## src/hw/spi_params.svh

```systemverilog
////////////////////////////////////////////////////////////////////////////
// Build constants for the SPI register target. The SPI master must keep
// every SCLK half period at least SPI_MIN_HALF_CYC sys_clk cycles long.
////////////////////////////////////////////////////////////////////////////
`ifndef SPI_PARAMS_SVH
`define SPI_PARAMS_SVH

`define SPI_DATA_W        8       // byte and register width
`define SPI_ADDR_W        4       // register address bits in the command
`define SPI_NUM_REGS      16
`define SPI_DEV_ID        8'hA5   // read-only value of register 0
`define SPI_GPIO_REG      1       // register mirrored on gpio_out
`define SPI_MIN_HALF_CYC  8       // sclk half period floor, sys_clk cycles
`define SPI_CPOL          1'b1    // mode 3 by default
`define SPI_CPHA          1'b1

`endif
```

## src/hw/spi_pkg.sv

```systemverilog
////////////////////////////////////////////////////////////////////////////
// Types shared by the bridge, the register file and both interfaces.
// The command byte layout assumes SPI_DATA_W > SPI_ADDR_W + 1.
////////////////////////////////////////////////////////////////////////////
`include "spi_params.svh"

package spi_pkg;

	typedef logic [`SPI_ADDR_W-1:0] reg_addr_t;
	typedef logic [`SPI_DATA_W-1:0] reg_data_t;

	// first byte of every frame, sent msb first
	typedef struct packed {
		logic                                write;  // 1 write, 0 read
		logic [`SPI_DATA_W-`SPI_ADDR_W-2:0] rsvd;   // don't care
		reg_addr_t                           addr;
	} cmd_t;

endpackage

```

## src/hw/wb_reg_if.sv

```systemverilog
////////////////////////////////////////////////////////////////////////////
// Wishbone classic bus to the register file, one outstanding cycle only.
// No err, rty or byte selects; every access is a full register.
////////////////////////////////////////////////////////////////////////////
`timescale 1ns/1ps

interface wb_reg_if;

	logic               cyc;
	logic               stb;
	logic               we;
	spi_pkg::reg_addr_t adr;
	spi_pkg::reg_data_t dat_w;
	spi_pkg::reg_data_t dat_r;
	logic               ack;

	modport master (
		output cyc,
		output stb,
		output we,
		output adr,
		output dat_w,
		input  dat_r,
		input  ack
	);

	modport slave (
		input  cyc,
		input  stb,
		input  we,
		input  adr,
		input  dat_w,
		output dat_r,
		output ack
	);

endinterface

```

## src/hw/spi_byte_if.sv

```systemverilog
////////////////////////////////////////////////////////////////////////////
// Byte handoff between the SPI shifter and the bus bridge. Strobes are
// single sys_clk pulses; tx_data must be steady before the next byte.
////////////////////////////////////////////////////////////////////////////
`timescale 1ns/1ps

interface spi_byte_if;

	logic               rx_valid;   // one pulse per full byte
	spi_pkg::reg_data_t rx_data;
	logic               rx_first;   // byte was the first of the frame
	logic               frame_end;  // one pulse when cs_n goes high
	spi_pkg::reg_data_t tx_data;    // next byte to return on miso

	modport slave (
		output rx_valid,
		output rx_data,
		output rx_first,
		output frame_end,
		input  tx_data
	);

	modport bridge (
		input  rx_valid,
		input  rx_data,
		input  rx_first,
		input  frame_end,
		output tx_data
	);

endinterface

```

## src/hw/spi_target_top.sv

```systemverilog
////////////////////////////////////////////////////////////////////////////
// SPI register target, mode set by SPI_CPOL / SPI_CPHA. Two-byte frames,
// later bytes ignored. miso is driven low, not tri-stated, when idle.
////////////////////////////////////////////////////////////////////////////
`timescale 1ns/1ps
`include "spi_params.svh"

module spi_target_top (
	input  logic                   sys_clk,
	input  logic                   sys_rst_n,
	input  logic                   cs_n,
	input  logic                   sclk,
	input  logic                   mosi,
	output logic                   miso,
	output logic [`SPI_DATA_W-1:0] gpio_out
);

	spi_byte_if byte_io ();
	wb_reg_if   wb ();

	spi_slave #(
		.CPOL (`SPI_CPOL),
		.CPHA (`SPI_CPHA)
	) spi_slave_inst (
		.sys_clk   (sys_clk),
		.sys_rst_n (sys_rst_n),
		.cs_n      (cs_n),
		.sclk      (sclk),
		.mosi      (mosi),
		.miso      (miso),
		.byte_io   (byte_io.slave)
	);

	spi_wb_bridge spi_wb_bridge_inst (
		.sys_clk   (sys_clk),
		.sys_rst_n (sys_rst_n),
		.byte_io   (byte_io.bridge),
		.wb        (wb.master)
	);

	spi_reg_file spi_reg_file_inst (
		.sys_clk   (sys_clk),
		.sys_rst_n (sys_rst_n),
		.wb        (wb.slave),
		.gpio_out  (gpio_out)
	);

endmodule

```

## src/hw/spi_reg_file.sv

```systemverilog
////////////////////////////////////////////////////////////////////////////
// Register bank on Wishbone classic, ack one cycle after stb.
// Register 0 is a fixed ID and ignores writes.
////////////////////////////////////////////////////////////////////////////
`timescale 1ns/1ps
`include "spi_params.svh"

module spi_reg_file (
	input  logic                   sys_clk,
	input  logic                   sys_rst_n,
	wb_reg_if.slave                wb,
	output logic [`SPI_DATA_W-1:0] gpio_out
);

	spi_pkg::reg_data_t regs [1:`SPI_NUM_REGS-1];  // no storage for the ID
	logic               req;
	logic               wr_en;

	assign req   = wb.cyc & wb.stb & ~wb.ack;     // first cycle of an access
	assign wr_en = req & wb.we & (wb.adr != '0);

	always_ff @(posedge sys_clk) begin
		if (!sys_rst_n)
			wb.ack <= 1'b0;
		else
			wb.ack <= req;
	end

	// only the gpio register comes out of reset cleared
	always_ff @(posedge sys_clk) begin
		if (!sys_rst_n)
			regs[`SPI_GPIO_REG] <= '0;
		else if (wr_en)
			regs[wb.adr] <= wb.dat_w;
	end

	always_ff @(posedge sys_clk) begin
		if (req)
			wb.dat_r <= (wb.adr == '0) ? `SPI_DEV_ID : regs[wb.adr];
	end

	assign gpio_out = regs[`SPI_GPIO_REG];

endmodule

```

## src/hw/spi_wb_bridge.sv

```systemverilog
////////////////////////////////////////////////////////////////////////////
// Turns each two-byte SPI frame into one Wishbone classic access.
// Relies on the SCLK half period rule: a read fetch must finish before the
// first data bit shifts out, and no frame ends during a bus cycle.
////////////////////////////////////////////////////////////////////////////
`timescale 1ns/1ps

module spi_wb_bridge (
	input  logic       sys_clk,
	input  logic       sys_rst_n,
	spi_byte_if.bridge byte_io,
	wb_reg_if.master   wb
);

	typedef enum logic [2:0] {
		ST_IDLE,    // waiting for a command byte
		ST_CMD,     // write command seen, waiting for data byte
		ST_FETCH,   // read cycle on the bus
		ST_DATA,    // read data shifting out
		ST_STORE,   // write cycle on the bus
		ST_DONE     // ignore extra bytes until cs_n rises
	} state_t;

	state_t             state;
	spi_pkg::cmd_t      rx_cmd;
	spi_pkg::cmd_t      cmd;
	spi_pkg::reg_data_t wdata;
	logic               bus_req;
	logic               bus_we;
	logic               new_frame;

	assign rx_cmd    = spi_pkg::cmd_t'(byte_io.rx_data);
	assign new_frame = byte_io.rx_valid & byte_io.rx_first;

	always_ff @(posedge sys_clk) begin
		if (!sys_rst_n) begin
			state   <= ST_IDLE;
			bus_req <= 1'b0;
			bus_we  <= 1'b0;
		end else begin
			case (state)
				ST_IDLE: begin
					if (new_frame) begin
						if (rx_cmd.write) begin
							state <= ST_CMD;
						end else begin
							bus_req <= 1'b1;    // read starts right away
							bus_we  <= 1'b0;
							state   <= ST_FETCH;
						end
					end
				end
				ST_CMD: begin
					if (byte_io.frame_end) begin
						state <= ST_IDLE;       // aborted, nothing written
					end else if (byte_io.rx_valid) begin
						bus_req <= 1'b1;
						bus_we  <= 1'b1;
						state   <= ST_STORE;
					end
				end
				ST_FETCH: begin
					if (wb.ack) begin
						bus_req <= 1'b0;
						state   <= ST_DATA;
					end
				end
				ST_DATA: begin
					if (byte_io.frame_end)
						state <= ST_IDLE;
					else if (byte_io.rx_valid)
						state <= ST_DONE;
				end
				ST_STORE: begin
					if (wb.ack) begin
						bus_req <= 1'b0;
						bus_we  <= 1'b0;
						state   <= ST_DONE;
					end
				end
				ST_DONE: begin
					if (byte_io.frame_end)
						state <= ST_IDLE;
				end
				default: state <= ST_IDLE;
			endcase
		end
	end

	// command and write data, held for the whole frame
	always_ff @(posedge sys_clk) begin
		if (state == ST_IDLE && new_frame)
			cmd <= rx_cmd;
		if (state == ST_CMD && byte_io.rx_valid)
			wdata <= byte_io.rx_data;
	end

	// read value for the shifter
	always_ff @(posedge sys_clk) begin
		if (!sys_rst_n)
			byte_io.tx_data <= '0;
		else if (state == ST_FETCH && wb.ack)
			byte_io.tx_data <= wb.dat_r;
	end

	assign wb.cyc   = bus_req;
	assign wb.stb   = bus_req;
	assign wb.we    = bus_we;
	assign wb.adr   = cmd.addr;      // reserved bits dropped here
	assign wb.dat_w = wdata;

endmodule

```

## src/hw/spi_slave.sv

```systemverilog
////////////////////////////////////////////////////////////////////////////
// SPI target shifter, all pins oversampled by sys_clk through 2 flops.
// SCLK must stay in each phase for several sys_clk cycles. With CPHA=0
// the first miso bit appears a few cycles after cs_n falls.
////////////////////////////////////////////////////////////////////////////
`timescale 1ns/1ps
`include "spi_params.svh"

module spi_slave #(
	parameter bit CPOL = 1'b1,    // sclk idle level
	parameter bit CPHA = 1'b1     // 1: shift on leading, sample on trailing
) (
	input  logic       sys_clk,
	input  logic       sys_rst_n,
	input  logic       cs_n,
	input  logic       sclk,
	input  logic       mosi,
	output logic       miso,
	spi_byte_if.slave  byte_io
);

	localparam int CNT_W = $clog2(`SPI_DATA_W);

	logic [2:0]           cs_pipe;    // [0] meta, [1] sync, [2] edge reference
	logic [2:0]           sclk_pipe;
	logic [1:0]           mosi_pipe;

	logic                 cs_act;
	logic                 cs_fall;
	logic                 cs_rise;
	logic                 sclk_rise;
	logic                 sclk_fall;
	logic                 lead_edge;
	logic                 trail_edge;
	logic                 sample_evt;
	logic                 shift_evt;
	logic                 last_bit;

	logic [CNT_W-1:0]     bit_cnt;
	logic                 first_pend; // no byte seen yet in this frame
	spi_pkg::reg_data_t   rx_shift;
	spi_pkg::reg_data_t   tx_shift;

	// pin synchronizers
	always_ff @(posedge sys_clk) begin
		if (!sys_rst_n) begin
			cs_pipe   <= 3'b111;        // deselected
			sclk_pipe <= {3{CPOL}};
			mosi_pipe <= 2'b00;
		end else begin
			cs_pipe   <= {cs_pipe[1:0], cs_n};
			sclk_pipe <= {sclk_pipe[1:0], sclk};
			mosi_pipe <= {mosi_pipe[0], mosi};
		end
	end

	assign cs_act    = ~cs_pipe[1];
	assign cs_fall   = ~cs_pipe[1] & cs_pipe[2];
	assign cs_rise   = cs_pipe[1] & ~cs_pipe[2];
	assign sclk_rise = sclk_pipe[1] & ~sclk_pipe[2];
	assign sclk_fall = ~sclk_pipe[1] & sclk_pipe[2];

	// leading edge leaves the idle level
	assign lead_edge  = CPOL ? sclk_fall : sclk_rise;
	assign trail_edge = CPOL ? sclk_rise : sclk_fall;

	assign sample_evt = cs_act & (CPHA ? trail_edge : lead_edge);
	assign shift_evt  = cs_act & (CPHA ? lead_edge : trail_edge);
	assign last_bit   = (bit_cnt == CNT_W'(`SPI_DATA_W - 1));

	// bit position, dropped with cs so a partial byte is lost
	always_ff @(posedge sys_clk) begin
		if (!sys_rst_n || !cs_act)
			bit_cnt <= '0;
		else if (sample_evt)
			bit_cnt <= bit_cnt + 1'b1;  // wraps at byte boundary
	end

	always_ff @(posedge sys_clk) begin
		if (sample_evt)
			rx_shift <= {rx_shift[`SPI_DATA_W-2:0], mosi_pipe[1]};
	end

	assign byte_io.rx_data = rx_shift;

	always_ff @(posedge sys_clk) begin
		if (!sys_rst_n) begin
			byte_io.rx_valid  <= 1'b0;
			byte_io.rx_first  <= 1'b0;
			byte_io.frame_end <= 1'b0;
			first_pend        <= 1'b0;
		end else begin
			byte_io.rx_valid  <= sample_evt & last_bit;
			byte_io.frame_end <= cs_rise;
			if (sample_evt && last_bit)
				byte_io.rx_first <= first_pend;
			if (cs_fall)
				first_pend <= 1'b1;
			else if (sample_evt && last_bit)
				first_pend <= 1'b0;
		end
	end

	// load at frame start for CPHA=0, then on the first shift edge of a byte
	always_ff @(posedge sys_clk) begin
		if (cs_fall || (shift_evt && bit_cnt == '0))
			tx_shift <= byte_io.tx_data;
		else if (shift_evt)
			tx_shift <= {tx_shift[`SPI_DATA_W-2:0], 1'b0};
	end

	assign miso = cs_act & tx_shift[`SPI_DATA_W-1];  // low while deselected

endmodule

```

## config.mk

```make
export PLATFORM = sky130hd
export DESIGN_NAME = spi_target_top
export DESIGN_NICKNAME = d
export VERILOG_FILES = /design/src/hw/spi_pkg.sv /design/src/hw/wb_reg_if.sv /design/src/hw/spi_byte_if.sv /design/src/hw/spi_target_top.sv /design/src/hw/spi_reg_file.sv /design/src/hw/spi_wb_bridge.sv /design/src/hw/spi_slave.sv
export VERILOG_INCLUDE_DIRS = /design/src /design/src/hw
export SDC_FILE = /design/constraint.sdc
export NUM_CORES = 1
export LEC_CHECK = 0
export BUFFER_PORTS_ARGS = -buffer_cell sky130_fd_sc_hd__buf_2
export CAP_MARGIN = 20
export CORE_MARGIN = 10
export CORE_UTILIZATION = 45
export CTS_CLUSTER_SIZE = 10
export DETAILED_ROUTE_END_ITERATION = 16
export PLACE_DENSITY = 0.68
export SETUP_SLACK_MARGIN = 0.2
export SKIP_LAST_GASP = 1
export SLEW_MARGIN = 20
export SYNTH_ARGS = -nofsm -noshare
export SYNTH_HDL_FRONTEND = slang
export SYNTH_SLANG_ARGS = --single-unit
```

## constraint.sdc

```tcl
create_clock -name sys_clk -period 4.9 [get_ports sys_clk]
set_clock_uncertainty 0.05 [all_clocks]
set_input_delay 0.49 -clock sys_clk [delete_from_list [all_inputs] [get_ports sys_clk]]
set_output_delay 0.49 -clock sys_clk [all_outputs]
set_load 0.01 [all_outputs]
```

==> flow_metrics.py, run 1 <==
metrics = {
    "run_status": {
        "status": "complete, no violations",
    },
    "synthesis": {
        "yosys-top-cells-area": "edfxtp_1, dfxtp_1, mux4_2, mux2i_1, nor2_1",
        "yosys.area.top_type_share": 0.647,
        "synth_cells": 422,
        "ys.flop_type": "edfxtp_1",
        "synth_edf_count": 156,
        "synth_cell_types": 50,
        "netlist_area_sq_um": 7240,
        "synth_common_cells": "edfxtp_1, nor2_1, dfxtp_1",
        "synth_fp_nets": 430,
        "seq_area_frac_synth": 0.728,
        "synth_top_cell_by_area": "edfxtp_1",
        "syn_avg_cell_area_sq_um": 17.1,
        "synth_seq_cells": 185,
        "ys_warn_count": 0,
        "yosysMostFrequentCell": "edfxtp_1",
        "async_flop_share": 0,
    },
    "global_routing": {
        "antenna_found_initial": 0,
        "grt_pass1_vias": 3717,
        "grt_max_degree": 43,
        "grt_pass1_wl_um": 21700,
        "grt_usage": 0.132,
        "grt_overflow": 0,
    },
    "power": {
        "p_leak_nw": 2.34,
        "seq_power_share": 0.550,
        "internal-power_mw": 2.46,
        "pwr_density_cell_nw_per_um2": 381,
        "combPwrFrac": 0.007,
        "ir_worst_vdd_uv": 344,
        "switching_share": 0.200,
        "p_sw_mw": 0.616,
        "clock_power_share": 0.442,
    },
    "clock_network": {
        "post_cts_buffers": 0,
        "cts_sinks": 185,
        "cts_buffer_depth": 2,
        "worstSkewPairLatency_ps": 430,
        "clockRootBuffer": "clkbuf_16",
        "htreeDepth": 4,
        "cts_inserted_buffers": 17,
        "tritoncts": "built",
        "clkSlewWorstSetupHoldPaths_ps": 70,
        "cts_resized": 0,
        "cts_hold_buffers": 0,
    },
    "timing": {
        "finalSetupViolCount": 0,
        "rsz0062_at_grt": "no",
        "period_needed_ps": 2910,
        "setup_ws_ps": 1990,
        "setup_tns_ps": 0,
        "max_clock_freq_ghz": 0.344,
        "drv_slew": 0,
        "finalHoldViolations": 0,
        "period_share": 0.593,
        "whs_ps": 188,
        "worst_pin_slew_ps": 999,
        "slew_headroom": 0.327,
    },
    "detailed_routing": {
        "wl_per_cell_um": 20.5,
        "postRouteAntennaNets": 0,
        "vias": 3635,
        "first_iter_violations": 365,
        "viasPerCell": 5.47,
        "first_pass_iters": 4,
        "routed_wl_um": 13700,
        "post-route-drc-count": 0,
    },
    "setup_path": {
        "crit_path_start_kind": "flip-flop",
        "r2r_cells": 3,
        "reg2reg_slack_ps": 1990,
        "worstPathArrival_ps": 2910,
        "worst_r2r_endpoint": "spi_reg_file_inst.regs[3][0]$_DFFE_PP_",
        "worstSetupPathType": "flip-flop to flip-flop",
        "cp_max_fo": 30,
        "regToRegStartpoint": "spi_wb_bridge_inst.wb.adr[0]$_DFFE_PP_",
        "worstSetupEndpointType": "flip-flop",
        "worstPathRequired_ps": 4910,
    },
    "die": {
        "rows": 46,
        "die_width_um": 147,
        "dieArea_sq_um": 21600,
        "die_h_um": 147,
        "io_pins": 14,
        "core_sq_um": 15800,
        "initial_core_util": 0.457,
    },
    "final_layout": {
        "final_util": 0.511,
        "fill_cells": 1284,
        "regArea_sq_um": 5270,
        "diodes": 0,
        "stdcell_area_sq_um": 8100,
        "syn_to_final_growth_pct": 11.9,
        "nets": 444,
        "drive_gt1_frac": 0.232,
        "multi_input_area_sq_um": 1830,
    },
    "hold_path": {
        "min_from": "sclk",
        "hold_path.class": "primary input to flip-flop",
        "whs_endpoint": "spi_slave_inst.sclk_pipe[0]$_SDFF_PN1_",
        "hold_path_depth": 2,
    },
    "placed_design": {
        "hpwl_um": 8670,
        "place_worst_setup_slack_ps": 1910,
        "port_buffers": 13,
        "globalplace.congestion": 0.789,
        "placed_area_sq_um": 7470,
    },
    "flow_run": {
        "cap_violations": 0,
    },
}
==> cells by family after synthesis <==
kind of cell / synth area share
buffers and inverters: 0.0270
and+or+nand+nor: 0.0833
muxes: 0.110
xor gates and xnor gates: 0.00242
DFF: 0.728
adders and majority gates: 0.00519
AOI/OAI and AO/OA: 0.0443
==> cell usage in the layout, fill, tap and decap left out, types with 3 or more instances in the layout <==
master / synthesis / layout
nand3_1: 4 / 4
nor3b_1: 3 / 3
edfxtp_1: 156 / 156
mux2_2: 10 / 10
nor4b_1: 6 / 3
a211oi_1: 5 / 5
inv_6: 0 / 6
mux2i_1: 13 / 13
nand2_1: 12 / 12
a21oi_1: 11 / 11
and2_4: 8 / 8
a221oi_1: 3 / 3
nor3_1: 7 / 4
clkbuf_16: 0 / 17
ha_1: 3 / 3
buf_2: 7 / 13
nor4b_2: 0 / 3
a221o_1: 3 / 3
nand2b_1: 11 / 11
buf_4: 2 / 4
and2_1: 4 / 4
inv_1: 11 / 11
nor2_1: 31 / 31
o22ai_1: 6 / 6
nor3_2: 0 / 3
mux4_2: 24 / 24
nor2b_1: 9 / 9
dfxtp_1: 29 / 29
==> metal layers <==
metal  routed length, um  global-route usage
met1                5900               0.175
met2                6610               0.201
met3                 979              0.0393
met4                 167              0.0521
met5                   0                   0
==> power groups by stage <==
stage	clock network [mW]	registers (mW)	logic, mW
floorplan	0	1.73	0.0145
global placement	0	1.73	0.0225
detailed placement	0	1.73	0.0234
CTS	1.39	1.70	0.0234
global route	1.46	1.70	0.0255
finish	1.36	1.70	0.0228
==> sequential cells by signal (all words and copies together) (netlist names), 2 cells and up <==
signal,flops
spi_slave_inst.cs_pipe,3
spi_slave_inst.tx_shift,8
spi_wb_bridge_inst.state,3
spi_slave_inst.sclk_pipe,3
spi_slave_inst.mosi_pipe,2
spi_wb_bridge_inst.wb.adr,4
spi_reg_file_inst.wb.dat_r,8
spi_slave_inst.byte_io.rx_data,8
spi_wb_bridge_inst.wb.dat_w,8
spi_wb_bridge_inst.byte_io.tx_data,8
spi_slave_inst.bit_cnt,3
spi_reg_file_inst.regs,120
==> layout make-up <==
class                      count  share of cell area
inverter                      11             0.00510
clock inverter                14              0.0199
clock buffer                  18              0.0530
tap                          216              0.0334
timing repair buffer          17              0.0117
multi-input combinational    204               0.226
sequential                   185               0.650
==> critical path, cell delays in order, from the launching register on <==
cell      delay (ps)
edfxtp_1         890
buf_4            550
nand2_1          210
nor4b_2          810
==> through the flow <==
step / power, mW / std cells
floorplan: 1.74 / 422
global placement: 1.75 / 633
detailed placement: 1.75 / 633
CTS: 3.11 / 665
global route: 3.18 / 665
finish: 3.08 / 665
==> how the worst max path moves through the flow <==
stage / start / endpoint / slack, ps / cells after the start
4_1_cts: spi_reg_file_inst.wb.ack$_SDFF_PN0_ / spi_reg_file_inst.regs[8][2]$_DFFE_PP_ / 1920 / 4
6_report: spi_wb_bridge_inst.wb.adr[0]$_DFFE_PP_ / spi_reg_file_inst.regs[3][0]$_DFFE_PP_ / 1990 / 3
5_1_grt: spi_wb_bridge_inst.wb.adr[0]$_DFFE_PP_ / spi_reg_file_inst.regs[3][0]$_DFFE_PP_ / 1730 / 3
3_5_place_dp: spi_reg_file_inst.wb.ack$_SDFF_PN0_ / spi_reg_file_inst.regs[8][0]$_DFFE_PP_ / 1910 / 4
2_1_floorplan: spi_wb_bridge_inst.wb.cyc$_SDFFE_PN0P_ / spi_reg_file_inst.regs[3][0]$_DFFE_PP_ / 2360 / 3
3_3_place_gp: spi_wb_bridge_inst.wb.cyc$_SDFFE_PN0P_ / spi_reg_file_inst.regs[4][5]$_DFFE_PP_ / 2060 / 4
Note: power is estimated with default switching activity, not from simulation.
==> run 2, diff against run 1 <==
--- a/config.mk
+++ b/config.mk
@@ -12,7 +12,7 @@
 export CORE_UTILIZATION = 45
 export CTS_CLUSTER_SIZE = 10
 export DETAILED_ROUTE_END_ITERATION = 16
-export PLACE_DENSITY = 0.68
+export PLACE_DENSITY = 0.71
 export SETUP_SLACK_MARGIN = 0.2
 export SKIP_LAST_GASP = 1
 export SLEW_MARGIN = 20
==> constraint.sdc (replaced) <==
create_clock -name sys_clk -period 2.5 [get_ports sys_clk]
set_clock_uncertainty 0.05 [all_clocks]
set_input_delay 0.25 -clock sys_clk [delete_from_list [all_inputs] [get_ports sys_clk]]
set_output_delay 0.25 -clock sys_clk [all_outputs]
set_load 0.01 [all_outputs]
==> run 2 against run 1 <==
  * Wire length is 3.1% lower
  * Core utilization increased by 0.92 points
  * Fmax up 27%
  * Sequential power up 95%
  * Global-route usage shrank 0.083 points
  * Worst hold slack better by 9.0 ps
  * Non-clock buffer count grew 17
  * Worst setup slack worse by 1800 ps
  * Sequential cell count unchanged
  * Critical path type unchanged
  * Largest power group unchanged
==> flow_metrics.py, run 2 (synthesis gave the netlist of run 1 again) <==
metrics = {
    "detailed_routing": {
        "wl_per_cell_um": 19.4,
        "post-route-drc-count": 0,
        "routed_wl_um": 13200,
        "vias": 3687,
        "viasPerCell": 5.41,
        "first_iter_violations": 322,
        "first_pass_iters": 4,
        "postRouteAntennaNets": 0,
    },
    "clock_network": {
        "tritoncts": "built",
        "clkSlewWorstSetupHoldPaths_ps": 70,
        "htreeDepth": 4,
        "cts_buffer_depth": 2,
        "cts_sinks": 185,
        "clockRootBuffer": "clkbuf_16",
        "worstSkewPairLatency_ps": 420,
        "cts_inserted_buffers": 17,
    },
    "timing": {
        "period_share": 0.913,
        "finalSetupViolCount": 0,
        "period_needed_ps": 2280,
        "max_clock_freq_ghz": 0.438,
        "rsz0062_at_grt": "yes",
        "finalHoldViolations": 0,
        "slew_headroom": 0.324,
        "setup_tns_ps": 0,
        "drv_slew": 0,
        "setup_ws_ps": 217,
        "worst_pin_slew_ps": 1010,
    },
    "setup_path": {
        "crit_path_start_kind": "flip-flop",
        "worst_r2r_endpoint": "spi_reg_file_inst.regs[10][1]$_DFFE_PP_",
        "worstSetupPathType": "flip-flop to flip-flop",
        "worstSetupEndpointType": "flip-flop",
        "worstPathArrival_ps": 2280,
        "max_stage_delay_ps": 710,
        "endpoint": "spi_reg_file_inst.regs[10][1]$_DFFE_PP_",
        "cp_max_fo": 12,
        "regToRegStartpoint": "spi_wb_bridge_inst.wb.adr[3]$_DFFE_PP_",
        "cp_cell_sequence": "buf_4 > nor2b_1 > nand2_2 > nor2_1",
        "r2r_cells": 4,
        "crit_slowest_cell": "nor2_1",
        "reg2reg_slack_ps": 220,
        "worstPathRequired_ps": 2500,
        "startpoint": "spi_wb_bridge_inst.wb.adr[3]$_DFFE_PP_",
    },
    "global_routing": {
        "grt_max_degree": 21,
        "grt_pass1_vias": 3868,
        "antenna_found_initial": 0,
        "grt_usage": 0.131,
        "grt_pass1_wl_um": 21900,
        "grt_overflow": 0,
    },
    "die": {
        "die_h_um": 147,
        "initial_core_util": 0.457,
        "io_pins": 14,
        "die_width_um": 147,
        "dieArea_sq_um": 21600,
        "rows": 46,
        "core_sq_um": 15800,
    },
    "final_layout": {
        "final_util": 0.521,
        "stdcell_area_sq_um": 8240,
        "fill_cells": 1236,
        "regArea_sq_um": 5270,
        "drive_gt1_frac": 0.253,
        "top_register": "spi_reg_file_inst.regs",
        "diodes": 0,
        "syn_to_final_growth_pct": 13.9,
        "final_cell_mix": "edfxtp_1, dfxtp_1, nor2_1",
        "largest_reg_flops": 120,
        "layout_commonest_cell": "edfxtp_1",
        "nets": 461,
        "multi_input_area_sq_um": 1830,
        "final_cells": 682,
    },
    "placed_design": {
        "globalplace.congestion": 0.845,
        "port_buffers": 13,
        "placed_area_sq_um": 7610,
        "hpwl_um": 8970,
        "placedCellCount": 647,
        "place_worst_setup_slack_ps": 273,
    },
    "hold_path": {
        "hold_path.class": "primary input to flip-flop",
    },
    "power": {
        "p_leak_nw": 2.43,
        "ir_worst_vdd_uv": 556,
        "pwr_density_cell_nw_per_um2": 735,
    },
    "flow_run": {
        "cap_violations": 0,
    },
    "run_status": {
        "status": "complete, no violations",
    },
}
run 2: where the power goes:
part           total, mW  switching [mW]  internal [mW]
Combinational     0.0522          0.0283         0.0239
Sequential          3.32         0.00978           3.31
Clock               2.68            1.09           1.60
Total               6.06            1.12           4.94
run 2: worst min-delay path by stage:
stage,from,end,slack (ps),depth (start not counted)
floorplan,cs_n,spi_slave_inst.cs_pipe[0]$_SDFF_PN1_,300,1
global placement,spi_slave_inst.mosi_pipe[1]$_SDFF_PN0_,spi_slave_inst.byte_io.rx_data[0]$_DFFE_PP_,340,0
detailed placement,spi_slave_inst.mosi_pipe[1]$_SDFF_PN0_,spi_slave_inst.byte_io.rx_data[0]$_DFFE_PP_,350,0
CTS,sys_rst_n,spi_slave_inst.sclk_pipe[0]$_SDFF_PN1_,170,3
global route,sys_rst_n,spi_slave_inst.sclk_pipe[0]$_SDFF_PN1_,190,3
finish,sys_rst_n,spi_slave_inst.sclk_pipe[0]$_SDFF_PN1_,200,3
run 2: critical path: cells and delay by family, from the launching register on:
kind	cells	cell delay, ps
buffers and inverters	1	210
AND/OR/NAND/NOR	3	1260
flip-flops	1	380
run 2: per-layer routing:
layer  share of wire  vias up  wire [um]  global-route usage
met5               0        -          0                   0
met4           0.014        0        180              0.0536
met3           0.045       14        598              0.0322
met2            0.50       91       6670               0.209
met1            0.44     1877       5780               0.169
li1                -     1705          -                   -
run 2: what timing repair did:
action,in CTS,in global routing
setup endpoints to repair,0,40
hold endpoints to repair,3,0
setup buffers,0,0
hold buffers,3,0
resized for setup,0,3
run 2: stage by stage:
step           hold WS [ps]  power (mW)
2_1_floorplan           301        3.42
3_3_place_gp            343        3.44
3_5_place_dp            345        3.44
4_1_cts                 173        6.11
5_1_grt                 190        6.26
6_report                197        6.06
run 2: layout make-up:
cell class              count  share of cell area
clock inverters            12              0.0182
multi-input cells         204               0.221
flip-flops and latches    185               0.639
inverters                  11             0.00501
repair buffers             34              0.0295
well taps                 216              0.0328
clock buffers              20              0.0542
